`config.mk`:
```
export PLATFORM = sky130hd
export DESIGN_NAME = isi_link_top
export DESIGN_NICKNAME = d
export VERILOG_FILES = /design/src/source/isi_chan_pkg.sv /design/src/source/apb_tap_regs.sv /design/src/source/pam4_symbol_mapper.sv /design/src/source/isi_channel.sv /design/src/source/pam4_slicer.sv /design/src/source/isi_link_top.sv
export SDC_FILE = /design/constraint.sdc
export NUM_CORES = 1
export LEC_CHECK = 0
export ABC_AREA = 1
export BUFFER_PORTS_ARGS = -buffer_cell sky130_fd_sc_hd__buf_2
export CELL_PAD_IN_SITES_DETAIL_PLACEMENT = 1
export CELL_PAD_IN_SITES_GLOBAL_PLACEMENT = 2
export CORE_MARGIN = 4
export CORE_UTILIZATION = 30
export CTS_CLUSTER_SIZE = 24
export DETAILED_ROUTE_END_ITERATION = 8
export PLACE_DENSITY_LB_ADDON = 0.1
export SLEW_MARGIN = 10
export SYNTH_ARGS = -nofsm -noshare
export SYNTH_HDL_FRONTEND = slang
export SYNTH_HIERARCHICAL = 1
export SYNTH_SLANG_ARGS = --single-unit
```
`constraint.sdc`:
```
create_clock -name clk -period 6.7 [get_ports clk]
set_input_delay 1.34 -clock clk [delete_from_list [all_inputs] [get_ports clk]]
set_output_delay 1.34 -clock clk [all_outputs]
set_load 0.005 [all_outputs]
```
`src/source/isi_chan_pkg.sv`:
```
package isi_chan_pkg;

    // pam-4 symbol on the input and decision side, 0 to 3
    typedef logic [1:0] symbol_t;

    // signed channel voltage at mapper, channel and slicer
    typedef logic signed [7:0] sample_t;

    // partial sum of the transposed tap chain
    // headroom over sample_t for a few taps
    typedef logic signed [11:0] acc_t;

    // tap weight is mantissa * 2^-shift
    typedef logic signed [7:0] tap_coeff_t;
    typedef logic [2:0] tap_shift_t;

    // apb byte address and data word
    typedef logic [11:0] apb_addr_t;
    typedef logic [31:0] apb_data_t;

    // control register, bit 0 enables the channel
    localparam apb_addr_t ctrl_offset = 12'h000;
    localparam int ctrl_enable_bit = 0;

    // tap k lives at tap_base_offset + 4*k
    localparam apb_addr_t tap_base_offset = 12'h010;

    // tap word layout
    // mantissa in 7:0, shift count in 10:8
    localparam int tap_coeff_lsb = 0;
    localparam int tap_shift_lsb = 8;

    // slicer fill state
    // streaming while chan_valid arrives back to back
    typedef enum logic {
        slicer_idle,
        slicer_streaming
    } slicer_state_e;

endpackage

```
`src/source/apb_tap_regs.sv`:
```
`timescale 1ns/1ps

module apb_tap_regs #(
    parameter int TAP_COUNT = 3
) (
    input  logic                                      clk,
    input  logic                                      rstn,
    input  logic                                      psel,
    input  logic                                      penable,
    input  logic                                      pwrite,
    input  isi_chan_pkg::apb_addr_t                   paddr,
    input  isi_chan_pkg::apb_data_t                   pwdata,
    output isi_chan_pkg::apb_data_t                   prdata,
    output logic                                      pready,
    output logic                                      pslverr,
    output logic                                      chan_enable,
    output isi_chan_pkg::tap_coeff_t [TAP_COUNT-1:0]  tap_coeff,
    output isi_chan_pkg::tap_shift_t [TAP_COUNT-1:0]  tap_shift
);

    localparam int coeff_w = $bits(isi_chan_pkg::tap_coeff_t);
    localparam int shift_w = $bits(isi_chan_pkg::tap_shift_t);

    isi_chan_pkg::apb_addr_t tap_off;
    logic [9:0]              tap_idx;
    logic                    ctrl_hit;
    logic                    tap_hit;
    logic                    addr_ok;
    logic                    wr_en;

    // address decode
    always_comb begin
        tap_off  = paddr - isi_chan_pkg::tap_base_offset;
        // word index above the tap base
        tap_idx  = tap_off[11:2];
        ctrl_hit = (paddr == isi_chan_pkg::ctrl_offset);
        // word aligned, not below the base, and inside the tap array
        tap_hit  = (paddr >= isi_chan_pkg::tap_base_offset) &&
                   (tap_off[1:0] == 2'b00) &&
                   (int'(tap_idx) < TAP_COUNT);
        addr_ok  = ctrl_hit || tap_hit;
    end

    // no wait states, every transfer ends in its access phase
    assign pready  = 1'b1;
    // error only while the access phase is on the bus
    assign pslverr = psel && penable && !addr_ok;
    // bad addresses never write
    assign wr_en   = psel && penable && pwrite && addr_ok;

    // config registers
    always_ff @(posedge clk or negedge rstn) begin
        if (!rstn) begin
            chan_enable <= 1'b0;
            tap_coeff   <= '0;
            tap_shift   <= '0;
        end else if (wr_en) begin
            if (ctrl_hit) begin
                chan_enable <= pwdata[isi_chan_pkg::ctrl_enable_bit];
            end
            for (int k = 0; k < TAP_COUNT; k++) begin
                if (tap_hit && (int'(tap_idx) == k)) begin
                    tap_coeff[k] <= pwdata[isi_chan_pkg::tap_coeff_lsb +: coeff_w];
                    tap_shift[k] <= pwdata[isi_chan_pkg::tap_shift_lsb +: shift_w];
                end
            end
        end
    end

    // read mux, zero for anything unmapped
    always_comb begin
        prdata = '0;
        if (ctrl_hit) begin
            prdata[isi_chan_pkg::ctrl_enable_bit] = chan_enable;
        end else if (tap_hit) begin
            for (int k = 0; k < TAP_COUNT; k++) begin
                if (int'(tap_idx) == k) begin
                    prdata[isi_chan_pkg::tap_coeff_lsb +: coeff_w] = tap_coeff[k];
                    prdata[isi_chan_pkg::tap_shift_lsb +: shift_w] = tap_shift[k];
                end
            end
        end
    end

endmodule

```
`src/source/pam4_symbol_mapper.sv`:
```
`timescale 1ns/1ps

module pam4_symbol_mapper #(
    parameter int SYMBOL_SEP = 32
) (
    input  logic                    clk,
    input  logic                    rstn,
    input  isi_chan_pkg::symbol_t   sym_in,
    input  logic                    sym_valid,
    input  logic                    chan_enable,
    output isi_chan_pkg::sample_t   level,
    output logic                    level_valid
);

    isi_chan_pkg::sample_t mapped;
    logic                  accept;

    // symbols offered while disabled are dropped
    assign accept = sym_valid && chan_enable;

    // level = (2s - 3) * sep / 2
    // sep 32 gives -48, -16, 16, 48
    always_comb begin
        mapped = isi_chan_pkg::sample_t'(((2 * int'(sym_in)) - 3) * SYMBOL_SEP / 2);
    end

    // valid flag, one cycle behind sym_valid
    always_ff @(posedge clk or negedge rstn) begin
        if (!rstn) begin
            level_valid <= 1'b0;
        end else begin
            level_valid <= accept;
        end
    end

    // level payload
    // only loaded on accepted symbols
    always_ff @(posedge clk) begin
        if (accept) begin
            level <= mapped;
        end
    end

endmodule

```
`src/source/isi_channel.sv`:
```
`timescale 1ns/1ps

module isi_channel #(
    parameter int TAP_COUNT = 3
) (
    input  logic                                      clk,
    input  logic                                      rstn,
    input  isi_chan_pkg::sample_t                     level,
    input  logic                                      level_valid,
    input  logic                                      chan_enable,
    input  isi_chan_pkg::tap_coeff_t [TAP_COUNT-1:0]  tap_coeff,
    input  isi_chan_pkg::tap_shift_t [TAP_COUNT-1:0]  tap_shift,
    output isi_chan_pkg::sample_t                     chan_sample,
    output logic                                      chan_valid
);

    localparam int acc_w   = $bits(isi_chan_pkg::acc_t);
    localparam int acc_max = (1 << (acc_w - 1)) - 1;
    localparam int acc_min = -(1 << (acc_w - 1));
    localparam int smp_w   = $bits(isi_chan_pkg::sample_t);
    localparam int smp_max = (1 << (smp_w - 1)) - 1;
    localparam int smp_min = -(1 << (smp_w - 1));

    // clip to the partial sum range
    function automatic isi_chan_pkg::acc_t clamp_acc(input int v);
        if (v > acc_max) begin
            return isi_chan_pkg::acc_t'(acc_max);
        end else if (v < acc_min) begin
            return isi_chan_pkg::acc_t'(acc_min);
        end
        return isi_chan_pkg::acc_t'(v);
    endfunction

    // clip to the sample range
    function automatic isi_chan_pkg::sample_t clamp_sample(input int v);
        if (v > smp_max) begin
            return isi_chan_pkg::sample_t'(smp_max);
        end else if (v < smp_min) begin
            return isi_chan_pkg::sample_t'(smp_min);
        end
        return isi_chan_pkg::sample_t'(v);
    endfunction

    // weighted level per tap
    isi_chan_pkg::acc_t prod [TAP_COUNT];
    // next value of each partial sum
    isi_chan_pkg::acc_t nxt  [TAP_COUNT];
    // registered partial sums, psum[0] is the head
    isi_chan_pkg::acc_t psum [TAP_COUNT];

    // level * mantissa, then arithmetic shift right
    // int math keeps the sign through the shift (floor)
    always_comb begin
        for (int k = 0; k < TAP_COUNT; k++) begin
            prod[k] = clamp_acc((int'(level) * int'($signed(tap_coeff[k]))) >>> tap_shift[k]);
        end
    end

    // transposed form
    // last tap starts the tail, earlier taps add onto the later sum
    always_comb begin
        nxt[TAP_COUNT-1] = prod[TAP_COUNT-1];
        for (int k = 0; k < TAP_COUNT - 1; k++) begin
            nxt[k] = clamp_acc(int'(prod[k]) + int'(psum[k+1]));
        end
    end

    // chain advances once per valid level
    // history wiped while the channel is off
    always_ff @(posedge clk or negedge rstn) begin
        if (!rstn) begin
            psum       <= '{default: '0};
            chan_valid <= 1'b0;
        end else if (!chan_enable) begin
            psum       <= '{default: '0};
            chan_valid <= 1'b0;
        end else begin
            chan_valid <= level_valid;
            if (level_valid) begin
                for (int k = 0; k < TAP_COUNT; k++) begin
                    psum[k] <= nxt[k];
                end
            end
        end
    end

    // head sum squeezed into the sample range
    assign chan_sample = clamp_sample(int'(psum[0]));

endmodule

```
`src/source/pam4_slicer.sv`:
```
`timescale 1ns/1ps

module pam4_slicer #(
    parameter int SYMBOL_SEP = 32
) (
    input  logic                    clk,
    input  logic                    rstn,
    input  isi_chan_pkg::sample_t   chan_sample,
    input  logic                    chan_valid,
    output isi_chan_pkg::sample_t   sample_out,
    output isi_chan_pkg::symbol_t   sym_out,
    output logic                    out_valid
);

    isi_chan_pkg::slicer_state_e state;
    isi_chan_pkg::symbol_t       decision;

    // three thresholds, midway between adjacent levels
    always_comb begin
        if (int'(chan_sample) < -SYMBOL_SEP) begin
            decision = 2'd0;
        end else if (int'(chan_sample) < 0) begin
            decision = 2'd1;
        end else if (int'(chan_sample) < SYMBOL_SEP) begin
            decision = 2'd2;
        end else begin
            decision = 2'd3;
        end
    end

    // fill state
    // any gap in chan_valid drops back to idle
    always_ff @(posedge clk or negedge rstn) begin
        if (!rstn) begin
            state <= isi_chan_pkg::slicer_idle;
        end else if (chan_valid) begin
            state <= isi_chan_pkg::slicer_streaming;
        end else begin
            state <= isi_chan_pkg::slicer_idle;
        end
    end

    // sample and decision held until the next valid
    always_ff @(posedge clk) begin
        if (chan_valid) begin
            sample_out <= chan_sample;
            sym_out    <= decision;
        end
    end

    // output is valid one cycle after each channel sample
    assign out_valid = (state == isi_chan_pkg::slicer_streaming);

endmodule

```
`src/source/isi_link_top.sv`:
```
`timescale 1ns/1ps

module isi_link_top #(
    parameter int TAP_COUNT  = 3,
    parameter int SYMBOL_SEP = 32
) (
    input  logic                      clk,
    input  logic                      rstn,
    // apb config port
    input  logic                      psel,
    input  logic                      penable,
    input  logic                      pwrite,
    input  isi_chan_pkg::apb_addr_t   paddr,
    input  isi_chan_pkg::apb_data_t   pwdata,
    output isi_chan_pkg::apb_data_t   prdata,
    output logic                      pready,
    output logic                      pslverr,
    // symbol stream in
    input  isi_chan_pkg::symbol_t     sym_in,
    input  logic                      sym_valid,
    // decided stream out, 3 cycles behind sym_valid
    output isi_chan_pkg::sample_t     sample_out,
    output isi_chan_pkg::symbol_t     sym_out,
    output logic                      out_valid
);

    logic                                     chan_enable;
    isi_chan_pkg::tap_coeff_t [TAP_COUNT-1:0] tap_coeff;
    isi_chan_pkg::tap_shift_t [TAP_COUNT-1:0] tap_shift;
    isi_chan_pkg::sample_t                    level;
    logic                                     level_valid;
    isi_chan_pkg::sample_t                    chan_sample;
    logic                                     chan_valid;

    // enable and tap registers
    apb_tap_regs #(
        .TAP_COUNT (TAP_COUNT)
    ) i_regs (
        .clk         (clk),
        .rstn        (rstn),
        .psel        (psel),
        .penable     (penable),
        .pwrite      (pwrite),
        .paddr       (paddr),
        .pwdata      (pwdata),
        .prdata      (prdata),
        .pready      (pready),
        .pslverr     (pslverr),
        .chan_enable (chan_enable),
        .tap_coeff   (tap_coeff),
        .tap_shift   (tap_shift)
    );

    // symbol to level
    pam4_symbol_mapper #(
        .SYMBOL_SEP (SYMBOL_SEP)
    ) i_mapper (
        .clk         (clk),
        .rstn        (rstn),
        .sym_in      (sym_in),
        .sym_valid   (sym_valid),
        .chan_enable (chan_enable),
        .level       (level),
        .level_valid (level_valid)
    );

    // isi convolution
    isi_channel #(
        .TAP_COUNT (TAP_COUNT)
    ) i_channel (
        .clk         (clk),
        .rstn        (rstn),
        .level       (level),
        .level_valid (level_valid),
        .chan_enable (chan_enable),
        .tap_coeff   (tap_coeff),
        .tap_shift   (tap_shift),
        .chan_sample (chan_sample),
        .chan_valid  (chan_valid)
    );

    // decision
    pam4_slicer #(
        .SYMBOL_SEP (SYMBOL_SEP)
    ) i_slicer (
        .clk         (clk),
        .rstn        (rstn),
        .chan_sample (chan_sample),
        .chan_valid  (chan_valid),
        .sample_out  (sample_out),
        .sym_out     (sym_out),
        .out_valid   (out_valid)
    );

endmodule

```
==> summary by stage <==
Routing
The iteration-0 DRC count of the detailed router is 340. For this run, design rule violations remaining after detail routing come to 0. The average detailed-routed wire length per instance is 15.9 µm. Summed over all layers, the routed wires come to around 49000 µm. Summing over every cut layer, the via total after detailed routing is 14100. Once detail routing completed, the nets flagged for antenna violations numbered 0. The iteration count of the initial detailed-routing pass is 4. The per-cell via count in the routed design is 4.54.

Clock network
At the later pin of the worst-skew pair, clock insertion delay measures 0.38 ns. CTS placed an instance of sky130_fd_sc_hd__clkbuf_16 at the clock tree root. The worst-case clock buffer depth is 2. The H-tree was split into 3 levels.

For this design, the sink count on the clock tree is 85. The clock buffer count from CTS is 9. After clock tree synthesis, the clock-pin slew on the worst setup and hold paths is 0.08 ns. TritonCTS built the clock tree.

Logic synthesis
Summing the sequential cell areas from Yosys gives 14.2% of the chip area. By area, the combinational part of the netlist is dominated by adder cells. The share of synthesized registers carrying an async set or reset is 85.9%. The cell area after synthesis is 15500 µm². In this run, synthesis produced a sequential element count of 85. Averaged over all synthesized cells, the footprint is 6.86 µm². Synthesis instantiated 53 different standard cells from the library. In the synthesized netlist, mux cells make up 0.591% of the area. In the synthesized netlist, the number of instances is 2254. Summing the areas of all compound-gate instances in the mapped netlist gives 6.69% of the synthesized area. The arithmetic-cell share of the synthesized area counting full adders, half adders and majority gates is 30.8%.

Counting flops with a built-in enable in the synthesized netlist gives 12. Summing the areas of all xor and xnor instances in the mapped netlist gives 2.78% of the synthesized area. The top flip-flop cell by instance count after synthesis is sky130_fd_sc_hd__dfrtp_1. For this run, the number of Yosys warnings is 6.

Summing the areas of all and, or, nand and nor instances in the mapped netlist gives between 20% and 30% of the synthesized area.

Critical path
The maximum net fanout on the critical path is 6. The arrival time of the worst setup path is 7.22 ns. The worst setup path is of the register to register kind.

The number of cells on the worst reg-to-reg path is 42. The launch instance of the worst register-to-register path is i_mapper/level[6]$_DFFE_PP_. The end of the worst register-to-register path is i_channel/psum[30]$_DFFE_PN0P_. The worst reg-to-reg setup slack is -0.19 ns. The startpoint type of the worst setup path is a register. The capturing element type of the critical path is a register. On the worst path, the slowest cell contributes a delay of roughly 0.61 ns. The cell with the most instances on the worst path is sky130_fd_sc_hd__inv_2. The cell at the slowest stage of the critical path is sky130_fd_sc_hd__fa_2. The data required time at the worst endpoint is roughly 7 ns.

Floorplanning
The die boundary height is 235 µm. The top-level port count is slightly below 100. The area of the core is roughly 51000 µm².

The site row count is 82. The die boundary width is 235 µm. The floorplan die area is 55200 µm². For this configuration, the core starts out at a cell density of 30.5%.

Job
Across the run, the number of max-cap violations was 0.

Min path
In this run the most critical hold path is launched from i_channel/psum[24]$_DFFE_PN0P_. The capture endpoint of the worst hold path is i_channel/psum[24]$_DFFE_PN0P_. Counting instances, the worst hold path has a depth of 2.

The worst min-delay path category is register to register.

Placed design
The HPWL after detailed placement is around 40000 µm. The placed cell area is 17300 µm². At the end of routability-driven placement, the weighted congestion stood at about 0.79.

The number of I/O port buffers is 53.

Timing
The top achievable clock speed is 0.145 GHz. The number of slew-limit violations in the final report came to 0. The final critical path takes up 103% of the cycle. The slew at the pin closest to its max-slew limit is 1.14 ns. The setup-violating endpoint count in the final report is 23. After layout, the minimum clock period comes to 6.89 ns. Across all setup checks in the final design, the least slack found is -0.190 ns. The final count of hold timing violations came to 0.

Setup repair after global routing could not meet its margin everywhere. The clock tree skew after final layout is 0.0119 ns. The remaining max-slew budget at the tightest pin is a little under a quarter.

Setup total negative slack on the finished layout was measured at -3.28 ns.

Global route
The total routing usage reported by global routing is 17.8%. The final global-route overflow total is 0. The first-pass GRT wire length is 80400 µm.

The initial antenna violation count came to 0. The number of global-route vias before repair is about 16000. Entering global routing, the biggest net connects 48 pins.

Pwr
For this design the ratio of total power to cell area is 61.7 nW/µm². The cell leakage power is 11.1 nW. Across the VDD grid, the largest voltage drop is 0.0869 mV.

Final layout
The sequential cells in the finished layout cover a total of roughly 2200 µm². The most common library cell in the layout ignoring fill and taps is sky130_fd_sc_hd__nand2_1. The growth of design area from synthesis to finish is 22.7%. Once layout is done, the placed cells without fillers occupy 19000 µm².

Of the cells placed in the final design, the portion with a size suffix greater than 1 is a little over a fifth. The number of nets in the final layout is 2762. The repair_antennas step left the layout with diodes totalling 0. The top cell types in the final layout, fill and taps aside, are sky130_fd_sc_hd__nand2_1 (593), sky130_fd_sc_hd__inv_1 (478), sky130_fd_sc_hd__nand3_1 (201). Fill cells in the final layout number roughly 6300. The multi-input combinational cell area is 11800 µm².

Run status
The flow ran to the end, but the final reports show violations. The final reports fail on negative setup slack.
## synthesized netlist by cell type, types with 11 or more instances
master                     count  share of area [%]
sky130_fd_sc_hd__a21oi_1      62                2.0
sky130_fd_sc_hd__ha_1        113                9.1
sky130_fd_sc_hd__dfrtp_1      73                 12
sky130_fd_sc_hd__xor2_1       32                1.8
sky130_fd_sc_hd__nand2_2      12               0.49
sky130_fd_sc_hd__a21oi_2      15               0.85
sky130_fd_sc_hd__buf_4        36                1.7
sky130_fd_sc_hd__o21ai_0      64                2.1
sky130_fd_sc_hd__nor2_1       86                2.1
sky130_fd_sc_hd__fa_1        167                 22
sky130_fd_sc_hd__xnor2_1      17               0.96
sky130_fd_sc_hd__nand3_1     228                7.4
sky130_fd_sc_hd__clkbuf_1     47                1.1
sky130_fd_sc_hd__clkbuf_2     13               0.42
sky130_fd_sc_hd__edfxtp_1     12                2.3
sky130_fd_sc_hd__nand2_1     652                 16
sky130_fd_sc_hd__inv_1       501                 12
sky130_fd_sc_hd__buf_2        11               0.36
## timing repair
action,CTS,global route
hold endpoints to repair,0,0
gates cloned,1,5
endpoints found under the setup margin,24,24
hold buffers,0,0
pin swaps,5,98
buffers inserted,2,28
gates resized for setup,36,216
## power by group
group / switching, mW / internal (mW)
clock network: 0.254 / 0.332
registers: 0.0000257 / 0.522
logic: 0.0501 / 0.0120
total: 0.304 / 0.866
## how the worst max path moves through the flow
| stage | from | endpoint | slack, ns | cells after the start |
|---|---|---|---|---|
| floorplan | i_mapper/level[6]$_DFFE_PP_ | i_channel/psum[30]$_DFFE_PN0P_ | 0.009 | 43 |
| global placement | i_mapper/level[6]$_DFFE_PP_ | i_channel/psum[18]$_DFFE_PN0P_ | -0.50 | 35 |
| detailed placement | i_mapper/level[6]$_DFFE_PP_ | i_channel/psum[18]$_DFFE_PN0P_ | -0.57 | 37 |
| CTS | i_mapper/level[6]$_DFFE_PP_ | i_channel/psum[15]$_DFFE_PN0P_ | -0.29 | 39 |
| global route | i_mapper/level[6]$_DFFE_PP_ | i_channel/psum[15]$_DFFE_PN0P_ | -0.62 | 40 |
| finish | i_mapper/level[6]$_DFFE_PP_ | i_channel/psum[30]$_DFFE_PN0P_ | -0.19 | 42 |
## flip-flops by register name (all words and copies together) (netlist names)
| register | flops |
|---|---|
| i_regs/tap_coeff | 24 |
| i_slicer/sample_out | 8 |
| i_mapper/level_valid | 1 |
| i_mapper/level | 2 |
| i_slicer/sym_out | 2 |
| i_regs/tap_shift | 9 |
| i_channel/chan_valid | 1 |
| i_regs/chan_enable | 1 |
| i_channel/psum | 36 |
| i_slicer/out_valid | 1 |
## logic make-up after synthesis
family                   count (synthesis)
flip-flops                              85
adder cells (fa/ha/maj)                280
XOR/XNOR                                49
multiplexers                             9
buffers and inverters                  623
AO/OA/AOI/OAI                          180
AND/OR/NAND/NOR                       1024
other                                    4
## per-layer routing
layer	global-route usage, %	share of wire (%)	vias to the layer above
met1	22.2	45	6866
met5	0	0	-
met3	1.84	1.9	34
li1	-	-	7109
met4	3.38	1.3	0
met2	33.3	52	88
## area by class of cell
type | count | share of cell area, %
multi-input cells | 1569 | 62.0
repair buffers | 258 | 10.2
clock inverters | 7 | 0.541
inverters | 507 | 10.1
well taps | 672 | 4.43
clock buffers | 9 | 1.19
flip-flops and latches | 85 | 11.5
## worst max-delay path, delay by kind of cell, from the launching register on
family / cells / cell delay, ns
buffers and inverters: 12 / 0.98
flip-flops: 1 / 0.42
adder cells (fa/ha/maj): 7 / 3.09
AO/OA/AOI/OAI: 7 / 1.06
AND/OR/NAND/NOR: 16 / 1.29
## through the flow
step	power [mW]	setup slack, ns	utilization, %	hold WS [ns]	std cells
2_1_floorplan	0.569	0.00913	-	0.449	2277
3_3_place_gp	0.585	-0.496	34.2	0.469	3056
3_5_place_dp	0.586	-0.566	34.2	0.467	3056
4_1_cts	1.19	-0.293	35.1	0.489	3075
5_1_grt	1.22	-0.619	37.5	0.516	3107
6_report	1.17	-0.190	37.5	0.482	3107
No activity file was read; power rests on OpenSTA's default activity.
